--- src/logic/lsu_pkg.sv ---
`default_nettype none

package lsu_pkg;

    typedef logic [31:0]  addr_t;      // Byte address
    typedef logic [31:0]  word_t;      // One lane, one bus beat
    typedef logic [127:0] vec_t;       // Four lanes
    typedef logic [4:0]   reg_idx_t;
    typedef logic [1:0]   lane_idx_t;

    typedef enum logic [1:0] {
        VEC_UNIT    = 2'd0,
        VEC_STRIDE  = 2'd1,
        VEC_INDEXED = 2'd2
    } vec_mode_e;

    localparam int LANES          = 4;
    localparam int VEC_ALIGN_BITS = 4;  // 16-byte vector base

    // Address of one lane of a vector access
    function automatic addr_t lane_addr(input addr_t base, input vec_mode_e mode,
                                        input addr_t stride, input vec_t index,
                                        input lane_idx_t lane);
        case (mode)
            VEC_STRIDE:  return base + stride * addr_t'(lane);
            VEC_INDEXED: return base + index[lane * $bits(word_t) +: $bits(word_t)];
            default:     return base + addr_t'(lane) * addr_t'(4); // Unit and reserved
        endcase
    endfunction

endpackage

`default_nettype wire

--- src/logic/lsu_req_if.sv ---
`timescale 1ns/1ps
`default_nettype none

// One shaped load or store on its way to the beat sequencer
interface lsu_req_if;

    logic                req_valid;
    logic                req_is_load;
    logic                req_is_vector;
    lsu_pkg::addr_t      req_addr;     // Aligned base for vectors
    lsu_pkg::vec_t       req_wdata;
    lsu_pkg::reg_idx_t   req_rd;
    lsu_pkg::vec_mode_e  req_mode;
    lsu_pkg::addr_t      req_stride;
    lsu_pkg::vec_t       req_index;
    logic                req_ready;    // High when the first beat is taken

    modport shaper (
        output req_valid, req_is_load, req_is_vector, req_addr, req_wdata,
               req_rd, req_mode, req_stride, req_index,
        input  req_ready
    );

    modport sequencer (
        input  req_valid, req_is_load, req_is_vector, req_addr, req_wdata,
               req_rd, req_mode, req_stride, req_index,
        output req_ready
    );

endinterface

`default_nettype wire

--- src/logic/lsu_decode.sv ---
`timescale 1ns/1ps
`default_nettype none

module lsu_decode (
    input  logic                clk,
    input  logic                rst_n,
    input  logic                valid_in,
    input  logic                is_vector,
    input  logic                is_store,
    input  lsu_pkg::vec_mode_e  vec_mode,
    input  lsu_pkg::addr_t      vec_stride,
    input  lsu_pkg::vec_t       vec_index,
    input  lsu_pkg::addr_t      addr,
    input  lsu_pkg::vec_t       write_data,
    input  lsu_pkg::reg_idx_t   dest_reg_idx,
    input  logic                wb_valid,
    input  logic                wb_is_vector,
    lsu_req_if.shaper           req,
    output logic                stall_pipeline,
    output logic                scalar_wait
);

    localparam int WORD_W = $bits(lsu_pkg::word_t);
    localparam lsu_pkg::addr_t ALIGN_MASK =
        ~lsu_pkg::addr_t'((1 << lsu_pkg::VEC_ALIGN_BITS) - 1);

    typedef enum logic {
        DEC_IDLE,
        DEC_WAIT_SCALAR
    } dec_state_e;

    dec_state_e state;
    logic       scalar_load;
    logic       scalar_wb;

    assign scalar_load = !is_vector && !is_store;
    assign scalar_wb   = wb_valid && !wb_is_vector;  // Only one scalar can be open
    assign scalar_wait = (state == DEC_WAIT_SCALAR);

    // ----------------------------------------
    // Request shaping
    // ----------------------------------------
    assign req.req_valid     = valid_in && !scalar_wait;  // Held load must not reissue
    assign req.req_is_load   = !is_store;
    assign req.req_is_vector = is_vector;
    assign req.req_addr      = is_vector ? (addr & ALIGN_MASK) : addr;
    assign req.req_wdata     = is_vector ? write_data
                                         : lsu_pkg::vec_t'(write_data[WORD_W-1:0]);
    assign req.req_rd        = dest_reg_idx;
    assign req.req_mode      = vec_mode;
    assign req.req_stride    = vec_stride;
    assign req.req_index     = vec_index;

    // Low in the writeback cycle so the pipeline can retire the held load
    assign stall_pipeline = (scalar_wait && !scalar_wb)
                         || (req.req_valid && (!req.req_ready || scalar_load));

    // ----------------------------------------
    // Blocking scalar load tracking
    // ----------------------------------------
    always_ff @(posedge clk or negedge rst_n) begin
        if (!rst_n) begin
            state <= DEC_IDLE;
        end else begin
            case (state)
                DEC_IDLE: begin
                    if (req.req_valid && req.req_ready && scalar_load) begin
                        state <= DEC_WAIT_SCALAR;
                    end
                end
                DEC_WAIT_SCALAR: begin
                    if (scalar_wb) begin
                        state <= DEC_IDLE;
                    end
                end
                default: state <= DEC_IDLE;
            endcase
        end
    end

endmodule

`default_nettype wire

--- src/logic/lsu_beat_seq.sv ---
`timescale 1ns/1ps
`default_nettype none

module lsu_beat_seq (
    input  logic               clk,
    input  logic               rst_n,
    lsu_req_if.sequencer       req,
    output logic               global_req_valid,
    output logic               global_req_is_load,
    output lsu_pkg::addr_t     global_req_addr,
    output lsu_pkg::word_t     global_req_wdata,
    output lsu_pkg::reg_idx_t  global_req_rd,
    input  logic               global_req_ready,
    output logic               expect_push,
    output logic               expect_vector,
    output logic               seq_active
);

    localparam int WORD_W = $bits(lsu_pkg::word_t);

    typedef enum logic {
        SEQ_IDLE,
        SEQ_BEATS
    } seq_state_e;

    seq_state_e          state;
    lsu_pkg::lane_idx_t  lane_q;     // Beat being presented
    lsu_pkg::addr_t      base_q;
    lsu_pkg::vec_t       data_q;
    lsu_pkg::vec_mode_e  mode_q;
    lsu_pkg::addr_t      stride_q;
    lsu_pkg::vec_t       index_q;
    logic                is_load_q;
    lsu_pkg::reg_idx_t   rd_q;
    logic                accept;
    logic                last_beat;

    assign req.req_ready = (state == SEQ_IDLE) && global_req_ready;
    assign accept        = req.req_valid && req.req_ready;
    assign last_beat     = (lane_q == lsu_pkg::lane_idx_t'(lsu_pkg::LANES - 1));

    assign expect_push   = accept && req.req_is_load;
    assign expect_vector = req.req_is_vector;
    assign seq_active    = (state != SEQ_IDLE);

    // ----------------------------------------
    // Global port drive
    // ----------------------------------------
    always_comb begin
        if (state == SEQ_BEATS) begin
            global_req_valid   = 1'b1;
            global_req_is_load = is_load_q;
            global_req_addr    = lsu_pkg::lane_addr(base_q, mode_q, stride_q, index_q, lane_q);
            global_req_wdata   = data_q[lane_q * WORD_W +: WORD_W];
            global_req_rd      = rd_q;
        end else begin
            // Scalar or beat 0 straight from decode
            global_req_valid   = req.req_valid;
            global_req_is_load = req.req_is_load;
            global_req_addr    = req.req_is_vector
                ? lsu_pkg::lane_addr(req.req_addr, req.req_mode, req.req_stride,
                                     req.req_index, lsu_pkg::lane_idx_t'(0))
                : req.req_addr;
            global_req_wdata   = req.req_wdata[WORD_W-1:0];
            global_req_rd      = req.req_rd;
        end
    end

    // ----------------------------------------
    // Beat sequencing
    // ----------------------------------------
    always_ff @(posedge clk or negedge rst_n) begin
        if (!rst_n) begin
            state  <= SEQ_IDLE;
            lane_q <= '0;
        end else begin
            case (state)
                SEQ_IDLE: begin
                    if (accept && req.req_is_vector) begin
                        state  <= SEQ_BEATS;
                        lane_q <= lsu_pkg::lane_idx_t'(1);
                    end
                end
                SEQ_BEATS: begin
                    if (global_req_ready) begin  // Hold beat under back-pressure
                        lane_q <= lane_q + lsu_pkg::lane_idx_t'(1);
                        if (last_beat) begin
                            state <= SEQ_IDLE;
                        end
                    end
                end
                default: state <= SEQ_IDLE;
            endcase
        end
    end

    // Vector context for beats 1 to 3
    always_ff @(posedge clk) begin
        if (accept) begin
            base_q    <= req.req_addr;
            data_q    <= req.req_wdata;
            mode_q    <= req.req_mode;
            stride_q  <= req.req_stride;
            index_q   <= req.req_index;
            is_load_q <= req.req_is_load;
            rd_q      <= req.req_rd;
        end
    end

endmodule

`default_nettype wire

--- src/logic/lsu_resp_collect.sv ---
`timescale 1ns/1ps
`default_nettype none

module lsu_resp_collect #(
    parameter int EXPECT_DEPTH = 8
) (
    input  logic               clk,
    input  logic               rst_n,
    input  logic               expect_push,
    input  logic               expect_vector,
    input  logic               global_resp_valid,
    input  lsu_pkg::reg_idx_t  global_resp_rd,
    input  lsu_pkg::word_t     global_resp_data,
    output logic               wb_valid,
    output logic               wb_is_vector,
    output lsu_pkg::reg_idx_t  wb_reg_idx,
    output lsu_pkg::vec_t      wb_data,
    output logic               expect_empty
);

    localparam int PTR_W  = $clog2(EXPECT_DEPTH);
    localparam int WORD_W = $bits(lsu_pkg::word_t);

    // ----------------------------------------
    // Expected-response queue
    // ----------------------------------------
    logic                kind_q [EXPECT_DEPTH];  // 1 for a vector load
    logic [PTR_W:0]      wr_ptr;                 // Extra bit tells full from empty
    logic [PTR_W:0]      rd_ptr;
    logic                head_vector;
    logic                resp_hit;
    logic                pop;

    assign expect_empty = (wr_ptr == rd_ptr);
    assign head_vector  = kind_q[rd_ptr[PTR_W-1:0]];
    assign resp_hit     = global_resp_valid && !expect_empty;

    always_ff @(posedge clk) begin
        if (expect_push) begin
            kind_q[wr_ptr[PTR_W-1:0]] <= expect_vector;
        end
    end

    always_ff @(posedge clk or negedge rst_n) begin
        if (!rst_n) begin
            wr_ptr <= '0;
            rd_ptr <= '0;
        end else begin
            if (expect_push) begin
                wr_ptr <= wr_ptr + 1'b1;
            end
            if (pop) begin
                rd_ptr <= rd_ptr + 1'b1;
            end
        end
    end

    // ----------------------------------------
    // Vector reassembly
    // ----------------------------------------
    lsu_pkg::lane_idx_t  lane_cnt;
    logic                last_lane;
    lsu_pkg::reg_idx_t   vec_rd_q;     // Register index seen on beat 0
    lsu_pkg::word_t      gather_q [lsu_pkg::LANES-1];
    lsu_pkg::vec_t       assembled;

    assign last_lane = (lane_cnt == lsu_pkg::lane_idx_t'(lsu_pkg::LANES - 1));
    assign pop       = resp_hit && (!head_vector || last_lane);

    always_ff @(posedge clk or negedge rst_n) begin
        if (!rst_n) begin
            lane_cnt <= '0;
        end else if (resp_hit && head_vector) begin
            lane_cnt <= lane_cnt + lsu_pkg::lane_idx_t'(1);  // Wraps after last lane
        end
    end

    always_ff @(posedge clk) begin
        if (resp_hit && head_vector && !last_lane) begin
            gather_q[lane_cnt] <= global_resp_data;
            if (lane_cnt == '0) begin
                vec_rd_q <= global_resp_rd;
            end
        end
    end

    // Last lane goes straight from the bus
    always_comb begin
        for (int i = 0; i < lsu_pkg::LANES - 1; i++) begin
            assembled[i*WORD_W +: WORD_W] = gather_q[i];
        end
        assembled[(lsu_pkg::LANES-1)*WORD_W +: WORD_W] = global_resp_data;
    end

    // ----------------------------------------
    // Writeback
    // ----------------------------------------
    assign wb_valid     = pop;
    assign wb_is_vector = head_vector;
    assign wb_reg_idx   = head_vector ? vec_rd_q : global_resp_rd;
    assign wb_data      = head_vector ? assembled : lsu_pkg::vec_t'(global_resp_data);

endmodule

`default_nettype wire

--- src/logic/lsu_global.sv ---
`timescale 1ns/1ps
`default_nettype none

module lsu_global #(
    parameter int EXPECT_DEPTH = 8
) (
    input  logic                clk,
    input  logic                rst_n,
    // Pipeline
    input  logic                valid_in,
    input  logic                is_vector,
    input  logic                is_store,
    input  lsu_pkg::vec_mode_e  vec_mode,
    input  lsu_pkg::addr_t      vec_stride,
    input  lsu_pkg::vec_t       vec_index,
    input  lsu_pkg::addr_t      addr,
    input  lsu_pkg::vec_t       write_data,
    input  lsu_pkg::reg_idx_t   dest_reg_idx,
    output logic                stall_pipeline,
    output logic                busy,
    // Global memory port
    output logic                global_req_valid,
    output logic                global_req_is_load,
    output lsu_pkg::addr_t      global_req_addr,
    output lsu_pkg::word_t      global_req_wdata,
    output lsu_pkg::reg_idx_t   global_req_rd,
    input  logic                global_req_ready,
    input  logic                global_resp_valid,
    input  lsu_pkg::reg_idx_t   global_resp_rd,
    input  lsu_pkg::word_t      global_resp_data,
    // Writeback
    output logic                wb_valid,
    output logic                wb_is_vector,
    output lsu_pkg::reg_idx_t   wb_reg_idx,
    output lsu_pkg::vec_t       wb_data
);

    logic scalar_wait;
    logic seq_active;
    logic expect_push;
    logic expect_vector;
    logic expect_empty;

    lsu_req_if req_bus ();

    lsu_decode decode_i (
        .clk, .rst_n, .valid_in, .is_vector, .is_store, .vec_mode, .vec_stride,
        .vec_index, .addr, .write_data, .dest_reg_idx, .wb_valid, .wb_is_vector,
        .req            (req_bus),
        .stall_pipeline,
        .scalar_wait
    );

    lsu_beat_seq beat_seq_i (
        .clk, .rst_n,
        .req            (req_bus),
        .global_req_valid, .global_req_is_load, .global_req_addr,
        .global_req_wdata, .global_req_rd, .global_req_ready,
        .expect_push, .expect_vector, .seq_active
    );

    lsu_resp_collect #(
        .EXPECT_DEPTH   (EXPECT_DEPTH)
    ) resp_collect_i (
        .clk, .rst_n, .expect_push, .expect_vector,
        .global_resp_valid, .global_resp_rd, .global_resp_data,
        .wb_valid, .wb_is_vector, .wb_reg_idx, .wb_data, .expect_empty
    );

    // Anything in flight or waiting at the request stage
    assign busy = scalar_wait
               || seq_active
               || (req_bus.req_valid && !req_bus.req_ready)
               || !expect_empty;

endmodule

`default_nettype wire

--- config.mk ---
export PLATFORM = sky130hd
export DESIGN_NAME = lsu_global
export DESIGN_NICKNAME = d
export VERILOG_FILES = /design/src/logic/lsu_pkg.sv /design/src/logic/lsu_req_if.sv /design/src/logic/lsu_decode.sv /design/src/logic/lsu_beat_seq.sv /design/src/logic/lsu_resp_collect.sv /design/src/logic/lsu_global.sv
export SDC_FILE = /design/constraint.sdc
export NUM_CORES = 1
export LEC_CHECK = 0
export BUFFER_PORTS_ARGS = -buffer_cell sky130_fd_sc_hd__buf_2
export CAP_MARGIN = 10
export CORE_AREA = 3 3 226 228
export CTS_CLUSTER_SIZE = 12
export DETAILED_ROUTE_END_ITERATION = 6
export DIE_AREA = 0 0 229 231
export PLACE_DENSITY_LB_ADDON = 0.05
export SETUP_SLACK_MARGIN = 0.15
export SLEW_MARGIN = 20
export SYNTH_ARGS = -nofsm -noshare
export SYNTH_HDL_FRONTEND = slang
export SYNTH_SLANG_ARGS = --single-unit
--- constraint.sdc ---
create_clock -name clk -period 11.4 [get_ports clk]
set_input_delay 2.28 -clock clk [delete_from_list [all_inputs] [get_ports clk]]
set_output_delay 2.28 -clock clk [all_outputs]
set_load 0.02 [all_outputs]
==> impl_results.md, run 1 <==
* Status: finished, final reports clean
* Total power at slightly below 8 mW
* Via count at 18900
* Hold Slack at between 0.4 and 0.5 ns
* Post-DR wirelength/cell at ~24 microns
* CP Cell Sequence: buf_4 > nand2_1 > fa_1 > inv_1 > ha_1 > fa_1 > a211oi_1 > o21a_1 > nor3b_1 > nor2_1 > o211ai_1 > a21oi_1 > xnor2_1 > a221oi_1 > a211oi_1 > buf_2
* Worst slew pin tran at 1.04 ns
* Fin Setup TNS at 0 ns
* Post-Syn Area at between 20000 and 30000 sq um
* Seq/Total Area, Yosys at 52.9%
* CTS root buf: clkbuf_16
* Leakage at 12.4 nW
* Peak supply drop at ~0.18 mV
* Mapped Nets at 2564
* Worst-path maximum fanout at 48
* Initial Util at 51.9%
* First-pass GRT wire length at approximately 120 mm
* Post-route DRC at 0
* Synth Register Bits at 451
* CTS Sinks at 451
* Fillcell total at 4022
* Main synth FF type: edfxtp_1
* Gates resized, CTS repair at 0
* Crit. End Element: output pin
* Routed wire length at 79.2 mm
* Gr ovfl total at 0
* Worst setup margin at 3.17 ns
* Number of flops mapped to enable cells by yosys at 437
* Max_cap viols at 0
* GPL Wtd Cong at 0.949
* FFs w/ async S/R, synth at 3.10%
* FMAX at 121 MHz
* Count of pins over their slew limit at 0
* Number of H-tree levels at 2
* Std-Cell Rows at 81
* DP HPWL at a little over 60 mm
* Area growth from synthesis to layout at 19.9%
* Share of layout cells above drive strength 1 at between 30% and 40%
* Routed vias/inst at 5.71
* Post-CTS Repair Setup Buffers at 0
* Hold Buf Count CTS at 0
* Crit path DAT at 5.95 ns
* Fin crit period at 8.23 ns
* Clock transition at path regs at 0.06 ns
* CTS tree: built
* Die Y at 231 microns
* RSZ-0062 raised after global routing: false
* Yosys Warn Count at 0
* Largest net degree at the start of global routing at 167
* Clock Path Buffers at 3
* DRT iter0 DRCs at 1360
* Required time of the critical path at 9.12 ns
* Post-Place Setup Slack at between 3 and 4 ns
* Clk_lat worst skew at 0.61 ns
* GR Util All Layers at 29.4%
* Final Hold Violating Endpoints at 0
* I/O pin cnt at about 580
* Kind of critical path: reg -> out
* Die ar. at 52900 sq um
* Setup-failing EPs final at 0
* Initial antenna violation count at 29
* Kind of cell with the highest combined delay on the critical path: compound AO/OA/AOI/OAI gates
* Pwr dens at roughly 260 nW/um^2
* Period utilisation layout at 72.2%
* First-pass DRT Iterations at 5
* # nets final at roughly 3100
* Clock Skews at between 0.015 and 0.02 ns
* Post-DRT Antenna Nets at 0
* Count of different cell masters after synthesis at 75
* Port Buffers at around 580
* Syn avg cell area at 12.4 sq um
* Largest stage delay on the critical path at 0.70 ns
* HP Class: reg -> reg
* CP startpoint kind: flop
* Slew HR at 30.5%
* Number of global-route vias before repair at around 19000
* Cells after Synth at 2055
* Num CTS Buffers at 49
* Horiz. Die Dim at 229 microns
* CP bufs+invs at 3
* Core ar. at 49100 sq um
* CP max stage cell: dfrtp_4
[power by group]
part | leakage (nW) | total, mW | switching [mW] | internal, mW
registers | 4.19 | 2.28 | 0.174 | 2.11
clock network | 0.719 | 1.50 | 0.662 | 0.842
logic | 7.50 | 4.06 | 2.50 | 1.55
[final timing paths]
check	cells after the start	from	to	slack (ns)
max reg2reg	5	beat_seq_i.seq_active$_DFF_PN0_	beat_seq_i.stride_q[25]$_DFFE_PP_	7.71
min in group asynchronous	1	rst_n	beat_seq_i.lane_q[1]$_DFFE_PN0P_	1.57
min reg2reg	1	resp_collect_i.rd_ptr[3]$_DFFE_PN0P_	resp_collect_i.rd_ptr[3]$_DFFE_PN0P_	0.49
max in group asynchronous	1	rst_n	beat_seq_i.lane_q[0]$_DFFE_PN0P_	9.54
min	1	resp_collect_i.rd_ptr[3]$_DFFE_PN0P_	resp_collect_i.rd_ptr[3]$_DFFE_PN0P_	0.49
max	16	beat_seq_i.lane_q[0]$_DFFE_PN0P_	global_req_addr[19]	3.17
[layer usage]
metal	part of all wire (%)	global-route usage [%]	wire, microns	vias up
li1	-	-	-	8723
met1	40	38.8	31700	9245
met2	49	48.9	38500	779
met3	8.7	7.59	6870	133
met4	2.4	7.57	1870	30
met5	0.23	0	182	-
[cells in the mapped netlist (8+ instances only)]
cell type    n  area [sq um]
inv_1      118           443
mux2i_1     11           110
mux2_2      77           867
mux4_2      66          1490
ha_1       104          1300
o22ai_1     10          62.6
nand3_1     32           160
xnor2_1     84           736
clkbuf_1    76           285
a21o_1      44           330
edfxtp_1   437         13100
a221oi_1    24           210
and2_1     109           682
o21ai_0     71           355
a21oi_1    109           546
and3_1      13          81.3
o31ai_1     10          75.1
o21bai_1     9          67.6
buf_2        9          45.0
fa_1        34           681
nand4_1     18           113
nor2b_1    111           694
o211ai_1    20           150
dfrtp_1     14           350
nor2_1      70           263
o21a_1      18           135
a211oi_1    18           135
or3_1        8          50.1
a31oi_1     13          81.3
nand2b_1    13          81.3
nand2_1    168           631
buf_1       10          37.5
nor3_1      19          95.1
xor2_1      35           307
[state kept, by name, indices dropped and copies added (netlist names)]
register and cells:
resp_collect_i.wr_ptr 4, beat_seq_i.lane_q 2, beat_seq_i.data_q 128, resp_collect_i.gather_q 96, beat_seq_i.seq_active 1, beat_seq_i.stride_q 32, resp_collect_i.lane_cnt 2, decode_i.scalar_wait 1
resp_collect_i.rd_ptr 4, beat_seq_i.mode_q 2, beat_seq_i.rd_q 5, beat_seq_i.is_load_q 1, beat_seq_i.base_q 32, resp_collect_i.vec_rd_q 5, beat_seq_i.index_q 128, resp_collect_i.kind_q 8
[area by class of cell]
cell class	instances	area, sq um	share of cell area, %
sequential	451	13500	44.2
multi-input combinational	1390	11200	36.6
timing repair buffer	597	3060	10.0
clock buffer	59	1270	4.17
tap	664	831	2.72
inverter	119	459	1.50
clock inverter	23	215	0.705
antenna	11	27.5	0.0902
[cell families (layout without fill, tap and decap cells)]
kind of cell,after synthesis,after routing,synth area share [%]
and+or+nand+nor,586,586,12.0
DFF,451,451,52.9
other,0,11,0
muxes,154,154,9.68
AOI/OAI and AO/OA,393,393,10.3
adders and majority gates,138,138,7.79
buffers and inverters,214,798,3.20
xor gates and xnor gates,119,119,4.09
[cells in the final DEF (no fill, tap or decap), drive strengths merged, types with 59 or more instances in the layout]
cell type,instances
a21oi,110
o21ai,73
buf,597
xnor2,84
mux2,77
ha,104
mux4,66
nand2,168
nor2b,111
nor2,70
inv,119
clkbuf,59
edfxtp,437
and2,110
[through the flow]
stage / cells / utilization, % / instance area (sq um)
CTS: 3302 / 62.1 / 30500
floorplan: 2055 / - / 25500
finish: 3314 / 62.2 / 30500
global placement: 3220 / 59.1 / 29000
global route: 3309 / 62.2 / 30500
detailed placement: 3220 / 59.1 / 29000
(Power assumes the default switching activity.)
==> inputs of run 2 (changes only) <==
--- a/config.mk
+++ b/config.mk
@@ -5,12 +5,14 @@
 export SDC_FILE = /design/constraint.sdc
 export NUM_CORES = 1
 export LEC_CHECK = 0
+export ABC_AREA = 1
 export BUFFER_PORTS_ARGS = -buffer_cell sky130_fd_sc_hd__buf_2
 export CAP_MARGIN = 10
-export CORE_AREA = 3 3 226 228
+export CORE_ASPECT_RATIO = 1.2
+export CORE_MARGIN = 3
+export CORE_UTILIZATION = 51
 export CTS_CLUSTER_SIZE = 12
 export DETAILED_ROUTE_END_ITERATION = 6
-export DIE_AREA = 0 0 229 231
 export PLACE_DENSITY_LB_ADDON = 0.05
 export SETUP_SLACK_MARGIN = 0.15
 export SLEW_MARGIN = 20
==> constraint.sdc (replaced) <==
create_clock -name clk -period 6.9 [get_ports clk]
set_input_delay 1.38 -clock clk [delete_from_list [all_inputs] [get_ports clk]]
set_output_delay 1.38 -clock clk [all_outputs]
set_load 0.02 [all_outputs]
==> impl_results.md, run 2 <==
* Status: finished, final reports clean
* HP Class: reg -> reg
* # nets final at 4427
* Count of pins over their slew limit at 0
* Simple-Gate Fraction of Synth Area at 23.7%
* Peak supply drop at 0.368 mV
* CP startpoint kind: flop
* Post-DR wirelength/cell at 22.0 microns
* Horiz. Die Dim at 218 microns
* Die Y at between 200 and 300 microns
* Yosys top cell by area: edfxtp_1
* Hold path cells at 1
* Hold Startpoint: resp_collect_i.rd_ptr[3]$_DFFE_PN0P_
* First-pass DRT Iterations at 6
* Regs by FF count: beat_seq_i.data_q (128), beat_seq_i.index_q (128), resp_collect_i.gather_q (96)
* Cells after Synth at about 3400
* DRT iter0 DRCs at 2161
* Hold Buf Count CTS at 0
* Crit path DAT at 4.75 ns
* Count of different cell masters after synthesis at 54
* Clock transition at path regs at approximately 0.06 ns
* Post-CTS Repair Setup Buffers at 0
* Die ar. at roughly 57000 sq um
* Clk_lat worst skew at 0.62 ns
* Pwr dens at 434 nW/um^2
* DP HPWL at just over 80 mm
* Synth Register Bits at 451
* Met1 WL at approximately 38 mm
* First-pass GRT wire length at 149 mm
* Share of layout cells above drive strength 1 at 18.1%
* Multiplexer share of the synthesized area at less than 1%
* Post-route DRC at 0
* Kind of critical path: reg -> out
* Post-DRT Antenna Nets at 0
* Mapped Nets at 3885
* Number of global-route vias before repair at 24500
* FMAX at 163 MHz
* Max_cap viols at 0
* Most frequent cells in the layout: 789 x nand2_1, 577 x buf_2, 526 x nor2_1
* Fillcell total at around 5000
* Num CTS Buffers at between 40 and 50
* Most frequent cells after synthesis: 789 x nand2_1, 532 x nor2_1, 509 x inv_1
* Required time of the critical path at 5.52 ns
* R2r setup slk at 3.23 ns
* GR Util All Layers at 35.4%
* Gr ovfl total at 0
* Routed vias/inst at 5.44
* CTS Sinks at 451
* CTS tree: built
* FFs w/ async S/R, synth at 3.10%
* Crit. End Element: output pin
* Synth Area in Adders at 7.19%
* Leakage at 15.5 nW
* Area growth from synthesis to layout at 18.6%
* GPL Wtd Cong at roughly 1.0
* Port Buffers at 578
* CTS root buf: clkbuf_16
* Fin crit period at 6.13 ns
* Compound-cell area share of the yosys netlist at a little over a tenth
* Largest net degree at the start of global routing at 167
* Number of H-tree levels at 2
* Largest family of logic cells by synthesized area: simple AND/OR/NAND/NOR gates
* Seq/Total Area, Yosys at approximately half
* Yosys Warn Count at 0
* Clock Skews at a little under 0.05 ns
* Clock Path Buffers at 3
* Share of the synthesized area in the top cell type at 47.6%
* Via count at 25400
* Commonest non-fill, non-tap cell in the layout: nand2_1
* Main synth FF type: edfxtp_1
* Initial Util at 52.0%
* Fin Setup TNS at 0 ns
* Setup-failing EPs final at 0
* WL met3 at 8.02 mm
* Post-synthesis xor/xnor area fraction at 0.922%
* RSZ-0062 raised after global routing: false
* Final Hold Violating Endpoints at 0
* WL met2 at 50.5 mm
* Number of flops mapped to enable cells by yosys at 437
* Core ar. at between 50000 and 60000 sq um
* Slew HR at between 30% and 40%
* I/O pin cnt at a little under 600
* Top area cells in the synthesized netlist: edfxtp_1 48%, nand2_1 11%, nor2_1 7.2%
* Initial antenna violation count at 40
* Hold Crit Endpoint: resp_collect_i.rd_ptr[3]$_DFFE_PN0P_
* Syn avg cell area at approximately 8.2 sq um
* Period utilisation layout at 88.8%
* Routed wire length at a little over 100 mm
* R2R Path End: resp_collect_i.gather_q[0][19]$_DFFE_PP_
* Hold Slack at 0.498 ns
* Gates resized, CTS repair at 0
* Post-Syn Area at 27600 sq um
* Reg-to-reg startpoint: resp_collect_i.rd_ptr[0]$_DFFE_PN0P_
* Uppermost routed layer: met5
* Reg2Reg Depth at 10
* Most frequent cell after synthesis: nand2_1
* Worst-path maximum fanout at 127
* Std-Cell Rows at 92
* Worst slew pin tran at 1.04 ns
-- run 2: critical path: stages (launching register included) --
cell	delay, ns
dfrtp_4	0.43
buf_12	0.45
nand2_1	0.16
fa_1	0.53
inv_1	0.04
ha_1	0.23
fa_1	0.43
nand3_1	0.11
nand3_1	0.18
nand2_1	0.11
o211ai_1	0.13
o21ai_0	0.57
o21ai_0	0.19
a21oi_1	0.22
a21oi_1	0.13
buf_2	0.19
-- run 2: worst max-delay path by stage --
stage | start | to | slack, ns | depth (start not counted)
after floorplan | valid_in | resp_collect_i.kind_q[2]$_DFFE_PP_ | -0.91 | 9
after global placement | is_vector | global_req_addr[16] | 1.38 | 11
after detailed placement | is_vector | global_req_addr[16] | 1.25 | 14
after CTS | beat_seq_i.lane_q[1]$_DFFE_PN0P_ | global_req_addr[18] | 0.72 | 17
after global routing | beat_seq_i.lane_q[1]$_DFFE_PN0P_ | global_req_addr[17] | 0.49 | 19
final | beat_seq_i.lane_q[0]$_DFFE_PN0P_ | global_req_addr[9] | 0.77 | 15
-- run 2: layout make-up --
| type | instances | area, sq um | area share, % |
|---|---|---|---|
| Sequential cell | 451 | 13500 | 41.3 |
| Multi-Input combinational cell | 2297 | 11700 | 35.8 |
| Timing Repair Buffer | 605 | 3140 | 9.60 |
| Inverter | 515 | 1940 | 5.95 |
| Clock buffer | 65 | 1270 | 3.90 |
| Tap cell | 705 | 882 | 2.70 |
| Clock inverter | 16 | 181 | 0.555 |
| Antenna cell | 24 | 60.1 | 0.184 |
-- run 2: power breakdown --
group          switching, mW  internal (mW)  leakage (nW)
clock                   1.10           1.37         0.689
sequential             0.252           3.49          4.18
combinational           5.66           2.29          10.6
-- run 2: cell families after synthesis --
| logic type | count (synthesis) |
|---|---|
| fa+ha+maj | 138 |
| compound gates | 531 |
| simple gates | 1598 |
| xor+xnor | 29 |
| flops | 451 |
| buf+inv | 628 |
| mux | 1 |
-- run 2: metrics by stage --
stage	cells	setup WS (ns)	area [sq um]	power, mW	utilization, %
2_1_floorplan	3376	-0.911	27600	8.99	-
3_3_place_gp	4573	1.38	31200	11.7	58.8
3_5_place_dp	4573	1.25	31200	11.7	58.8
4_1_cts	4654	0.723	32600	14.2	61.6
5_1_grt	4674	0.486	32700	15.1	61.7
6_report	4678	0.771	32700	14.2	61.7
-- run 2: per-layer routing --
metal	GRT usage, %	vias up
met5	0	-
met4	21.5	24
met3	7.34	297
met2	60.5	1154
met1	41.0	11800
li1	-	12200
